[src/mc_config.svh]
`ifndef MC_CONFIG_SVH
`define MC_CONFIG_SVH

// sample and block geometry
`define MC_PIX_W    8
`define MC_BLK_PIX  16

// quantized residual width, wide enough for a 9 bit signed residual
`define MC_COEF_W   10

// eighth-pel motion fraction
`define MC_FRAC_W   3

// right shift applied by the quantizer, 0..7
`define MC_QSH_W    3

`endif

[src/mc_pixel_pkg.sv]
`default_nettype none

`include "mc_config.svh"

package mc_pixel_pkg;

    // one unsigned sample
    typedef logic [`MC_PIX_W-1:0] pixel_t;

    // orig - pred, one bit wider than a sample
    typedef logic signed [`MC_PIX_W:0] resid_t;

    // quantized residual
    typedef logic signed [`MC_COEF_W-1:0] coef_t;

    // pixel position inside a 4x4 block
    typedef logic [$clog2(`MC_BLK_PIX)-1:0] pix_idx_t;

    // raster order, element 0 is top-left
    typedef pixel_t [`MC_BLK_PIX-1:0] blk4x4_t;

    // reference window indexed [y][x], one extra row and column for the
    // bilinear neighbours
    typedef pixel_t [4:0][4:0] chroma_win_t;

endpackage

`default_nettype wire

[src/mc_ctrl_pkg.sv]
`default_nettype none

`include "mc_config.svh"

package mc_ctrl_pkg;

    typedef enum logic [2:0] {
        IDLE    = 3'd0,
        TQ_LUMA = 3'd1,
        MC_CB   = 3'd2,
        TQ_CB   = 3'd3,
        MC_CR   = 3'd4,
        TQ_CR   = 3'd5,
        DONE    = 3'd6
    } mc_state_e;

    typedef logic [1:0] tq_sel_t;     // component tag on tq and coefficients

    localparam tq_sel_t TQ_SEL_LUMA = 2'b00;
    localparam tq_sel_t TQ_SEL_CB   = 2'b10;
    localparam tq_sel_t TQ_SEL_CR   = 2'b11;

    typedef logic [`MC_FRAC_W-1:0] frac_t;

    typedef struct packed {
        frac_t dx;
        frac_t dy;
    } mv_frac_t;

    typedef struct packed {
        tq_sel_t                comp;
        mc_pixel_pkg::pix_idx_t idx;
        mc_pixel_pkg::coef_t    value;
    } coef_out_t;

endpackage

`default_nettype wire

[src/mc_ctrl.sv]
`timescale 1ns/1ps
`default_nettype none

module mc_ctrl (
    input  wire logic             clk,
    input  wire logic             rstn,
    input  wire logic             mc_start_i,
    input  wire logic             tq_done_i,
    input  wire logic             chroma_done_i,
    output logic                  mc_done_o,
    output logic                  mvd_access_o,
    output logic                  tq_start_o,
    output mc_ctrl_pkg::tq_sel_t  tq_sel_o,
    output logic                  chroma_start_o,
    output logic                  chroma_sel_o
);

    import mc_ctrl_pkg::*;

    mc_state_e state;
    mc_state_e next_state;

    always_comb begin
        next_state = state;
        case (state)
            IDLE: begin
                if (mc_start_i)
                    next_state = TQ_LUMA;
            end
            TQ_LUMA: begin
                if (tq_done_i)
                    next_state = MC_CB;
            end
            MC_CB: begin
                if (chroma_done_i)
                    next_state = TQ_CB;
            end
            TQ_CB: begin
                if (tq_done_i)
                    next_state = MC_CR;
            end
            MC_CR: begin
                if (chroma_done_i)
                    next_state = TQ_CR;
            end
            TQ_CR: begin
                if (tq_done_i)
                    next_state = DONE;
            end
            DONE:    next_state = IDLE;
            default: next_state = IDLE;
        endcase
    end

    always_ff @(posedge clk or negedge rstn) begin
        if (!rstn)
            state <= IDLE;
        else
            state <= next_state;
    end

    assign mc_done_o    = (state == DONE);
    assign mvd_access_o = (state == TQ_LUMA);   // mv fraction may be updated here

    assign tq_start_o = (state == IDLE  && next_state == TQ_LUMA) ||
                        (state == MC_CB && next_state == TQ_CB)   ||
                        (state == MC_CR && next_state == TQ_CR);

    assign chroma_start_o = (state == TQ_LUMA && next_state == MC_CB) ||
                            (state == TQ_CB   && next_state == MC_CR);

    // the selects already point at the next component in the cycle that
    // starts it, since the units sample their operands on the start pulse
    always_comb begin
        case (state)
            MC_CB, TQ_CB: tq_sel_o = TQ_SEL_CB;
            MC_CR, TQ_CR: tq_sel_o = TQ_SEL_CR;
            default:      tq_sel_o = TQ_SEL_LUMA;
        endcase
    end

    assign chroma_sel_o = (state == TQ_CB) || (state == MC_CR);   // 1 = Cr

    a_start_excl: assert property (@(posedge clk) disable iff (!rstn)
        !(tq_start_o && chroma_start_o))
        else $error("tq and chroma started in the same cycle");

    // a stray done from tq_unit would skip a phase
    a_tq_done_phase: assert property (@(posedge clk) disable iff (!rstn)
        tq_done_i |-> (state inside {TQ_LUMA, TQ_CB, TQ_CR}))
        else $error("tq_done outside a tq phase, state %0d", state);

    a_state_legal: assert property (@(posedge clk) disable iff (!rstn)
        state inside {IDLE, TQ_LUMA, MC_CB, TQ_CB, MC_CR, TQ_CR, DONE})
        else $error("illegal state encoding %0d", state);

endmodule

`default_nettype wire

[src/chroma_interp.sv]
`timescale 1ns/1ps
`default_nettype none

`include "mc_config.svh"

module chroma_interp (
    input  wire logic                       clk,
    input  wire logic                       rstn,
    input  wire logic                       start_i,
    input  wire mc_pixel_pkg::chroma_win_t  win_i,
    input  wire mc_ctrl_pkg::mv_frac_t      frac_i,
    output mc_pixel_pkg::blk4x4_t           pred_o,
    output logic                            done_o
);

    import mc_pixel_pkg::*;
    import mc_ctrl_pkg::*;

    localparam int       ACC_W    = `MC_PIX_W + 6;   // weights sum to 64
    localparam pix_idx_t LAST_IDX = pix_idx_t'(`MC_BLK_PIX - 1);

    chroma_win_t       win_q;
    mv_frac_t          frac_q;
    chroma_win_t       win_use;
    mv_frac_t          frac_use;
    logic              busy;
    logic              run;
    pix_idx_t          cnt;
    logic [2:0]        x0;
    logic [2:0]        x1;
    logic [2:0]        y0;
    logic [2:0]        y1;
    logic [3:0]        fx0;
    logic [3:0]        fx1;
    logic [3:0]        fy0;
    logic [3:0]        fy1;
    logic [6:0]        wa;
    logic [6:0]        wb;
    logic [6:0]        wc;
    logic [6:0]        wd;
    logic [ACC_W-1:0]  acc;
    pixel_t            pix;

    assign run = start_i | busy;

    // pixel 0 is computed in the start cycle straight from the inputs
    assign win_use  = start_i ? win_i  : win_q;
    assign frac_use = start_i ? frac_i : frac_q;

    always_comb begin
        x0  = {1'b0, cnt[1:0]};
        y0  = {1'b0, cnt[3:2]};
        x1  = x0 + 3'd1;
        y1  = y0 + 3'd1;
        fx1 = {1'b0, frac_use.dx};
        fy1 = {1'b0, frac_use.dy};
        fx0 = 4'd8 - fx1;
        fy0 = 4'd8 - fy1;
        wa  = 7'(fx0 * fy0);
        wb  = 7'(fx1 * fy0);
        wc  = 7'(fx0 * fy1);
        wd  = 7'(fx1 * fy1);
        acc = wa * win_use[y0][x0] + wb * win_use[y0][x1] +
              wc * win_use[y1][x0] + wd * win_use[y1][x1] + ACC_W'(32);
        pix = acc[ACC_W-1:6];
    end

    always_ff @(posedge clk or negedge rstn) begin
        if (!rstn) begin
            busy   <= 1'b0;
            cnt    <= '0;
            done_o <= 1'b0;
        end else begin
            done_o <= run && (cnt == LAST_IDX);   // 16th pixel visible now
            if (run) begin
                cnt  <= cnt + 1'b1;
                busy <= (cnt != LAST_IDX);
            end
        end
    end

    always_ff @(posedge clk) begin
        if (start_i) begin
            win_q  <= win_i;
            frac_q <= frac_i;
        end
        if (run)
            pred_o[cnt] <= pix;
    end

    a_no_restart: assert property (@(posedge clk) disable iff (!rstn)
        start_i |-> !busy)
        else $error("chroma start while interpolating");

endmodule

`default_nettype wire

[src/tq_unit.sv]
`timescale 1ns/1ps
`default_nettype none

`include "mc_config.svh"

module tq_unit (
    input  wire logic                   clk,
    input  wire logic                   rstn,
    input  wire logic                   start_i,
    input  wire mc_ctrl_pkg::tq_sel_t   sel_i,
    input  wire mc_pixel_pkg::blk4x4_t  pred_i,
    input  wire mc_pixel_pkg::blk4x4_t  orig_i,
    input  wire logic [`MC_QSH_W-1:0]   qshift_i,
    output logic                        coef_valid_o,
    output mc_ctrl_pkg::coef_out_t      coef_o,
    output logic                        done_o
);

    import mc_pixel_pkg::*;
    import mc_ctrl_pkg::*;

    localparam int RES_W = $bits(resid_t);
    localparam int EXT_W = (RES_W > `MC_COEF_W) ? RES_W : `MC_COEF_W;
    localparam logic signed [EXT_W-1:0] COEF_MAX = 2 ** (`MC_COEF_W - 1) - 1;
    localparam logic signed [EXT_W-1:0] COEF_MIN = -(2 ** (`MC_COEF_W - 1));
    localparam pix_idx_t LAST_IDX = pix_idx_t'(`MC_BLK_PIX - 1);

    blk4x4_t                  pred_q;
    blk4x4_t                  orig_q;
    logic [`MC_QSH_W-1:0]     qsh_q;
    tq_sel_t                  sel_q;
    blk4x4_t                  pred_use;
    blk4x4_t                  orig_use;
    logic [`MC_QSH_W-1:0]     qsh_use;
    tq_sel_t                  sel_use;
    logic                     busy;
    logic                     run;
    pix_idx_t                 idx;
    resid_t                   resid;
    logic signed [EXT_W-1:0]  shifted;
    coef_t                    coef;

    assign run = start_i | busy;

    // coefficient 0 comes from the live inputs in the start cycle
    assign pred_use = start_i ? pred_i   : pred_q;
    assign orig_use = start_i ? orig_i   : orig_q;
    assign qsh_use  = start_i ? qshift_i : qsh_q;
    assign sel_use  = start_i ? sel_i    : sel_q;

    always_comb begin
        resid   = $signed({1'b0, orig_use[idx]}) - $signed({1'b0, pred_use[idx]});
        shifted = EXT_W'(resid) >>> qsh_use;   // arithmetic, rounds toward -inf
        if (shifted > COEF_MAX)
            coef = coef_t'(COEF_MAX);
        else if (shifted < COEF_MIN)
            coef = coef_t'(COEF_MIN);
        else
            coef = coef_t'(shifted);
    end

    always_ff @(posedge clk or negedge rstn) begin
        if (!rstn) begin
            busy         <= 1'b0;
            idx          <= '0;
            coef_valid_o <= 1'b0;
            done_o       <= 1'b0;
        end else begin
            coef_valid_o <= run;
            done_o       <= run && (idx == LAST_IDX);
            if (run) begin
                idx  <= idx + 1'b1;
                busy <= (idx != LAST_IDX);
            end
        end
    end

    always_ff @(posedge clk) begin
        if (start_i) begin
            pred_q <= pred_i;
            orig_q <= orig_i;
            qsh_q  <= qshift_i;
            sel_q  <= sel_i;
        end
        if (run) begin
            coef_o.comp  <= sel_use;
            coef_o.idx   <= idx;
            coef_o.value <= coef;
        end
    end

    a_no_restart: assert property (@(posedge clk) disable iff (!rstn)
        start_i |-> !busy)
        else $error("tq start while a block is in flight");

    // burst ends with done, nothing trails it
    a_quiet_after_done: assert property (@(posedge clk) disable iff (!rstn)
        (done_o && !start_i) |=> !coef_valid_o)
        else $error("coefficient valid after done without a new start");

endmodule

`default_nettype wire

[src/mc_top.sv]
`timescale 1ns/1ps
`default_nettype none

`include "mc_config.svh"

module mc_top (
    input  wire logic                       clk,
    input  wire logic                       rstn,
    input  wire logic                       mc_start_i,
    input  wire mc_pixel_pkg::blk4x4_t      luma_pred_i,
    input  wire mc_pixel_pkg::blk4x4_t      luma_orig_i,
    input  wire mc_pixel_pkg::blk4x4_t      cb_orig_i,
    input  wire mc_pixel_pkg::blk4x4_t      cr_orig_i,
    input  wire mc_pixel_pkg::chroma_win_t  cb_win_i,
    input  wire mc_pixel_pkg::chroma_win_t  cr_win_i,
    input  wire mc_ctrl_pkg::mv_frac_t      mv_frac_i,
    input  wire logic [`MC_QSH_W-1:0]       qshift_i,
    output logic                            mc_done_o,
    output logic                            mvd_access_o,
    output logic                            coef_valid_o,
    output mc_ctrl_pkg::coef_out_t          coef_o
);

    import mc_pixel_pkg::*;
    import mc_ctrl_pkg::*;

    logic         tq_start;
    tq_sel_t      tq_sel;
    logic         tq_done;
    logic         chroma_start;
    logic         chroma_sel;
    logic         chroma_done;
    blk4x4_t      chroma_pred;
    blk4x4_t      tq_pred;
    blk4x4_t      tq_orig;
    chroma_win_t  chroma_win;

    mc_ctrl u_ctrl (
        .clk            (clk),
        .rstn           (rstn),
        .mc_start_i     (mc_start_i),
        .tq_done_i      (tq_done),
        .chroma_done_i  (chroma_done),
        .mc_done_o      (mc_done_o),
        .mvd_access_o   (mvd_access_o),
        .tq_start_o     (tq_start),
        .tq_sel_o       (tq_sel),
        .chroma_start_o (chroma_start),
        .chroma_sel_o   (chroma_sel)
    );

    assign chroma_win = chroma_sel ? cr_win_i : cb_win_i;

    chroma_interp u_interp (
        .clk     (clk),
        .rstn    (rstn),
        .start_i (chroma_start),
        .win_i   (chroma_win),
        .frac_i  (mv_frac_i),
        .pred_o  (chroma_pred),
        .done_o  (chroma_done)
    );

    // luma prediction arrives ready-made, chroma comes from the interpolator
    assign tq_pred = (tq_sel == TQ_SEL_LUMA) ? luma_pred_i : chroma_pred;

    always_comb begin
        case (tq_sel)
            TQ_SEL_CB: tq_orig = cb_orig_i;
            TQ_SEL_CR: tq_orig = cr_orig_i;
            default:   tq_orig = luma_orig_i;
        endcase
    end

    tq_unit u_tq (
        .clk          (clk),
        .rstn         (rstn),
        .start_i      (tq_start),
        .sel_i        (tq_sel),
        .pred_i       (tq_pred),
        .orig_i       (tq_orig),
        .qshift_i     (qshift_i),
        .coef_valid_o (coef_valid_o),
        .coef_o       (coef_o),
        .done_o       (tq_done)
    );

endmodule

`default_nettype wire

[config.mk]
export PLATFORM = sky130hd
export DESIGN_NAME = mc_top
export DESIGN_NICKNAME = d
export VERILOG_FILES = /design/src/mc_pixel_pkg.sv /design/src/mc_ctrl_pkg.sv /design/src/mc_ctrl.sv /design/src/chroma_interp.sv /design/src/tq_unit.sv /design/src/mc_top.sv
export VERILOG_INCLUDE_DIRS = /design/src
export SDC_FILE = /design/constraint.sdc
export NUM_CORES = 2
export LEC_CHECK = 0
export BUFFER_PORTS_ARGS = -buffer_cell sky130_fd_sc_hd__buf_4
export CAP_MARGIN = 20
export CORE_AREA = 2 2 369 371
export CTS_BUF_LIST = sky130_fd_sc_hd__clkbuf_4
export CTS_CLUSTER_DIAMETER = 50
export DETAILED_ROUTE_END_ITERATION = 10
export DIE_AREA = 0 0 371 373
export HOLD_SLACK_MARGIN = 0.08
export PLACE_DENSITY = 0.6
export SLEW_MARGIN = 10
export SYNTH_ARGS = -nofsm -noshare
export SYNTH_HDL_FRONTEND = slang
export SYNTH_SLANG_ARGS = --single-unit
[constraint.sdc]
create_clock -name clk -period 27.4 [get_ports clk]
set_input_delay 4.11 -clock clk [delete_from_list [all_inputs] [get_ports clk]]
set_output_delay 4.11 -clock clk [all_outputs]
set_load 0.05 [all_outputs]
After elaboration in Yosys (flattened, before gate mapping)
Cells that the tools add are included.
Storage, ports and cells
  register bits: 627
  latch bits: 0
  RAM bits: 0
  bits in read-only memories: 0
  bits of input ports: 924
  memories: 0
Cells by class
  add/sub/neg operators: 11
  $mul: 8
  div/mod/pow operators: 0
  $lt $le $gt $ge: 9
  equal/unequal tests: 17
  shift-type cells: 1
  mux-type cells: 37
  bitwise gates (word level): 2
  reduce and logical (&&, ||, !) cells: 16
Operators by type and width (count)
  two-way mux 200 bit: 2
  two-way mux 128 bit: 3
  case mux 128 bit (2 select lines): 1
  bitwise mux 128 bit: 1
  binary-select mux 40 bit (select 3 bit): 1
  binary-select mux 40 bit (select 2 bit): 1
  two-way mux 40 bit: 2
  binary-select mux 8 bit (select 4 bit): 2
  two-way mux 8 bit: 7
  binary-select mux 8 bit (select 3 bit): 2
  adder 14 bit: 3
  multiplier 7 x 8 -> 14 bit: 3
  binary-select mux 8 bit (select 2 bit): 2
  demux 8 bit (select 4 bit): 1
  two-way mux 3 bit: 7
  case mux 3 bit (6 select lines): 1
  == test 3 bit (second input constant): 5
  adder 14 x 6 -> 14 bit (second input constant): 1
  multiplier 6 x 8 -> 14 bit: 1
  == test 3 x 2 -> 1 bit (second input constant): 4
  greater-than comparator 10 bit (second input constant): 1
  < comparator 10 bit (second input constant): 1
  < comparator 4 x 5 -> 1 bit (second input constant): 2
  two-way mux 10 bit: 1
  25 further kinds: 46

Longest topological paths before layout
  word-level depth: 16
  mapped depth: 44
  depth with buffers taken out: 36

By module
A second synthesis with hierarchy kept.
Unflattened totals
  cell total of the unflattened synthesis: 3854
  area, all modules: 42794.8 sq um
Modules (own cells, without submodules)
  chroma_interp: instances 1, cells an instance 1937, area an instance 23048.4 sq um, sequential area each 8117.8 sq um
  tq_unit: instances 1, cells an instance 1089, area an instance 12238.0 sq um, sequential area each 5880.6 sq um
  mc_top: instances 1, cells an instance 793, area an instance 7211.9 sq um, sequential area each 0.0 sq um
  mc_ctrl: instances 1, cells an instance 35, area an instance 296.5 sq um, sequential area each 75.1 sq um

Least setup slack after synthesis
No wires, ideal clock.
  path type: input port to flip-flop
  start: in mv_frac_i[3] in the netlist's numbering
  end: reg u_interp.pred_o[102] in the netlist's numbering (data pin)
  setup time: 297 ps
  arrival: 12611 ps
  required time: 27103 ps
  setup slack: 14492 ps
  cell stages on the path: 32
  path buffers: 0
  cell sequence: nand2_1 > nand2_1 > inv_1 > ha_1 > xnor2_1 > nor2_1 > fa_1 > fa_1 > fa_1 > a21o_1 > a21oi_1 > xnor2_1 > xnor2_1 > nor2b_1 > fa_1 > fa_1 > inv_1 > fa_1 > inv_1 > fa_1 > inv_1 > fa_1 > fa_1 > fa_1 > inv_1 > ha_1 > nand2_1 > nor4_1 > a21oi_2 > o211ai_1 > nand2_1 > xnor2_1
RTL lines
  start, declared: line mc_top.sv:16  | input wire mc_ctrl_pkg::mv_frac_t mv_frac_i,
  end signal, assigned by index: line chroma_interp.sv:88  | pred_o[cnt] <= pix;
  end, declared: line chroma_interp.sv:12  | output mc_pixel_pkg::blk4x4_t pred_o,

Final worst setup path
  start: in mv_frac_i[1] in the netlist's numbering
  end: reg u_interp.pred_o[69] in the netlist's numbering (data pin)
On the way
  longest elaborated chain between the ends: 9
  elaborated cells between the ends (all ways): 15
RTL lines
  two-way mux 6 bit *: line chroma_interp.sv:48  | assign frac_use = start_i ? frac_i : frac_q;
  subtractor 4 x 3 -> 4 bit: line chroma_interp.sv:58  | fy0 = 4'd8 - fy1;
  multiplier 4 x 4 -> 7 bit / multiplier 3 x 4 -> 7 bit (equally long branches): line chroma_interp.sv:59, chroma_interp.sv:60
  multiplier 7 x 8 -> 14 bit: line chroma_interp.sv:63  | acc = wa * win_use[y0][x0] + wb * win_use[y0][x1] +
  adder 14 bit (2 in a row): line chroma_interp.sv:63
  adder 14 bit *: line chroma_interp.sv:64  | wc * win_use[y1][x0] + wd * win_use[y1][x1] + ACC_W'(32);
  adder 14 x 6 -> 14 bit *: line chroma_interp.sv:64
  via u_interp.acc[11]: line chroma_interp.sv:41  | logic [ACC_W-1:0] acc;
  bitwise mux 128 bit *: line chroma_interp.sv:88
Mark *: on every way through the listed nets, which the timed path passes. The rest lies on a longest branch.
A chain may end at the register's enable or synchronous reset.

==> impl_results.md <==
- HPWL after DPL: about 130000 microns
- Clock slew at reported path FFs: around 0.060 ns
- Worst slew pin tran: around 1.1 ns
- Hold WC Path Type: register to register
- Setup TNS: 0 ns
- Synth top cells by count: nand2_1, dfxtp_1, o21ai_0
- Met3 global-route usage: 0.03870
- Asr flop ratio synth: 0.02552
- Core area: between 0.1 and 0.15 sq mm
- Worst EP arrival: around 14 ns
- Number of global-route vias before repair: around 35000
- Placed Cells: around 6500
- Crit-path max FO: 16
- GRT Overall Usage: 0.2234
- Root buf cell: clkbuf_4
- I/O Pins: 943
- Remaining DRCs: 0
- Final #Nets: between 6000 and 7000
- Area growth syn-to-layout: 27.23%
- DR pass1 iterations: 6
- Maxcap violations: 0
- Final WL: 158800 microns
- Final Non-Filler Cells: 6845
- Die height: roughly 370 microns
- Slew Limit Fails: 0
- DIE AREA: ~0.14 sq mm
- Post_cts resized: 0
- PwrDens: ~150 mW/mm^2
- Postcts setup bufs: 0
- Initial DRC count: approximately 2400
- Hold Vio Cnt, Final: 0
- Largest net degree at the start of global routing: 260
- Yosys Warn Count: 0
- Clock Path Buffers: 3
- Gpl congestion: 0.8949
- Post-synthesis sequential area ratio: 0.3508
- CTS tree: done
- Initial antenna violation count: 28
- GRT busiest layer: met2
- RSZ-0062 raised after global routing: false
- CTS Hold Bufs: 0
- Worst path max stage delay: ~0.67 ns
- #FFs+latches synth: approximately 630
- Fin crit period: approximately 13 ns
- Syn Area/Cell: between 9 and 10 sq um
- Setup violators final: 0
- Sink Count: ~630
- Leak pwr: roughly 0.023 uW
- Fin Hold WS: 0.4513 ns
- Final Util: 0.3791
- CP startpoint kind: primary input
- Most common cell in the synthesized netlist: nand2_1
- Crit end category: register
- Top_reg_cell synth: dfxtp_1
- Setup Crit Path Kind: primary input to register
- Clk Latency, worst-skew pair: about 1.1 ns
- Post-Synthesis Net Count: around 5300
- Gr ovfl total: 0
- WL/cell: 23.20 microns
- Area of the multi-input gates: ~0.024 sq mm
- Slew HR: 0.2644
- Post-DRT Antenna Nets: 0
- Cells after Synth: 4042
- Die width: 371 microns
- Synth Cell Area: between 0.04 and 0.05 sq mm
- Slowest-stage cell, CP: xnor2_2
- Share of cells above drive strength 1: 0.3173
- Status: finished clean
- First-pass GRT wire length: 227000 microns
- Port bufs: 942
- Met1 usage: 0.2511
- Synth area leader: dfxtp_1
- Ranking of synthesized cells by area: dfxtp_1, edfxtp_1, mux4_2
- Synth top area share: 0.2331
- Num rows: ~140
- GR Layer Usage met2: 0.4012
- Total Power: around 8000 uW
- Clk_skew: a little under 0.07 ns
- Crit-path most repeated cell: fa_1
- Worst path required time: 28.11 ns
- Via Count: ~34000
- R2r setup slk: between 15 and 20 ns
- Initial Utilization: 0.2980
- FILL cells: roughly 14000
- Vias per inst: between 5 and 6
- Inserted Clock Buffers: around 170
- Library cells used by synthesis: between 70 and 80
- Highest clock rate: 76.61 MHz
- Final period util: 0.4764
- Sequential cell area: around 0.014 sq mm
- Max VDD drop: slightly above 0.7 mV
- H-Tree Level Count: 4
- EDFF count, synth: ~140
## cells in the final DEF, fill, tap and decap left out, drive strengths merged, types with 35 or more instances in the layout
master  count
nand3      39
nand2     515
o21ai     446
and2       78
a31oi      38
mux2i     280
a221oi    119
clkbuf    267
a21oi      60
nor2b      36
inv       321
nor2      265
mux2      103
edfxtp    144
dfxtp     467
ha        128
buf       989
clkinv     35
mux4      168
fa        188
## area by class of cell
type,instances,share of cell area
Antenna cell,9,0.0004413
Clock buffer,267,0.03927
Clock inverter,42,0.005737
Inverter,318,0.02339
Multi-Input combinational cell,2812,0.4653
Sequential cell,627,0.2761
Tap cell,1781,0.04366
Timing Repair Buffer,989,0.1462
## registers in the layout, summed over array words and instances, names as in the netlist, 2 cells and up
signal and cells:
u_interp.win_q 200, u_interp.pred_o 128, u_tq.orig_q 128, u_tq.pred_q 128, u_tq.coef_o 16, u_interp.frac_q 6, u_interp.cnt 4, u_tq.idx 4
u_ctrl.state 3, u_tq.qsh_q 3, u_tq.sel_q 2
## per-layer routing
layer  wire length [microns]  part of all wire
met1                   60160              0.38
met2                   81220              0.51
met3                    9171             0.058
met4                    8237             0.052
met5                      39           0.00025
## worst max-delay path, delay by kind of cell
kind	cells	cell delay [ns]
AO/OA/AOI/OAI	5	1.12
XOR/XNOR	3	1.42
adder cells (fa/ha/maj)	11	5.23
buffers and inverters	6	0.43
multiplexers	1	0.51
AND/OR/NAND/NOR	5	0.89
## per-stage QoR
step / setup WS (ns) / area [sq um]
finish: 14.35 / 51040
global route: 13.85 / 51030
CTS: 14.27 / 51010
detailed placement: 13.03 / 48710
global placement: 13.12 / 48700
floorplan: 14.49 / 40110
## cell families after synthesis
kind of cell	share of synthesized area
compound gates	0.1374
buf+inv	0.06032
simple gates	0.1138
xor+xnor	0.01076
fa+ha+maj	0.1337
flops	0.3508
mux	0.1931
## final timing paths
path | start | end | depth (start not counted)
worst min register to register | u_interp.win_q[186] | u_interp.win_q[186] | 2
max in group asynchronous | rstn | u_interp.cnt[3] | 1
worst max-delay path | mv_frac_i[1] | u_interp.pred_o[69] | 31
worst min-delay path | u_interp.win_q[186] | u_interp.win_q[186] | 2
min in group asynchronous | rstn | u_tq.idx[3] | 1
worst max register to register | u_ctrl.state[1] | u_interp.pred_o[69] | 28
## power breakdown
part           internal, uW  switching, uW  total, uW  leakage (uW)
clock network           465            423        888       0.00137
registers              2710           9.41       2720       0.00544
logic                  1230           2960       4190        0.0160
No activity file was read; power rests on OpenSTA's default activity.
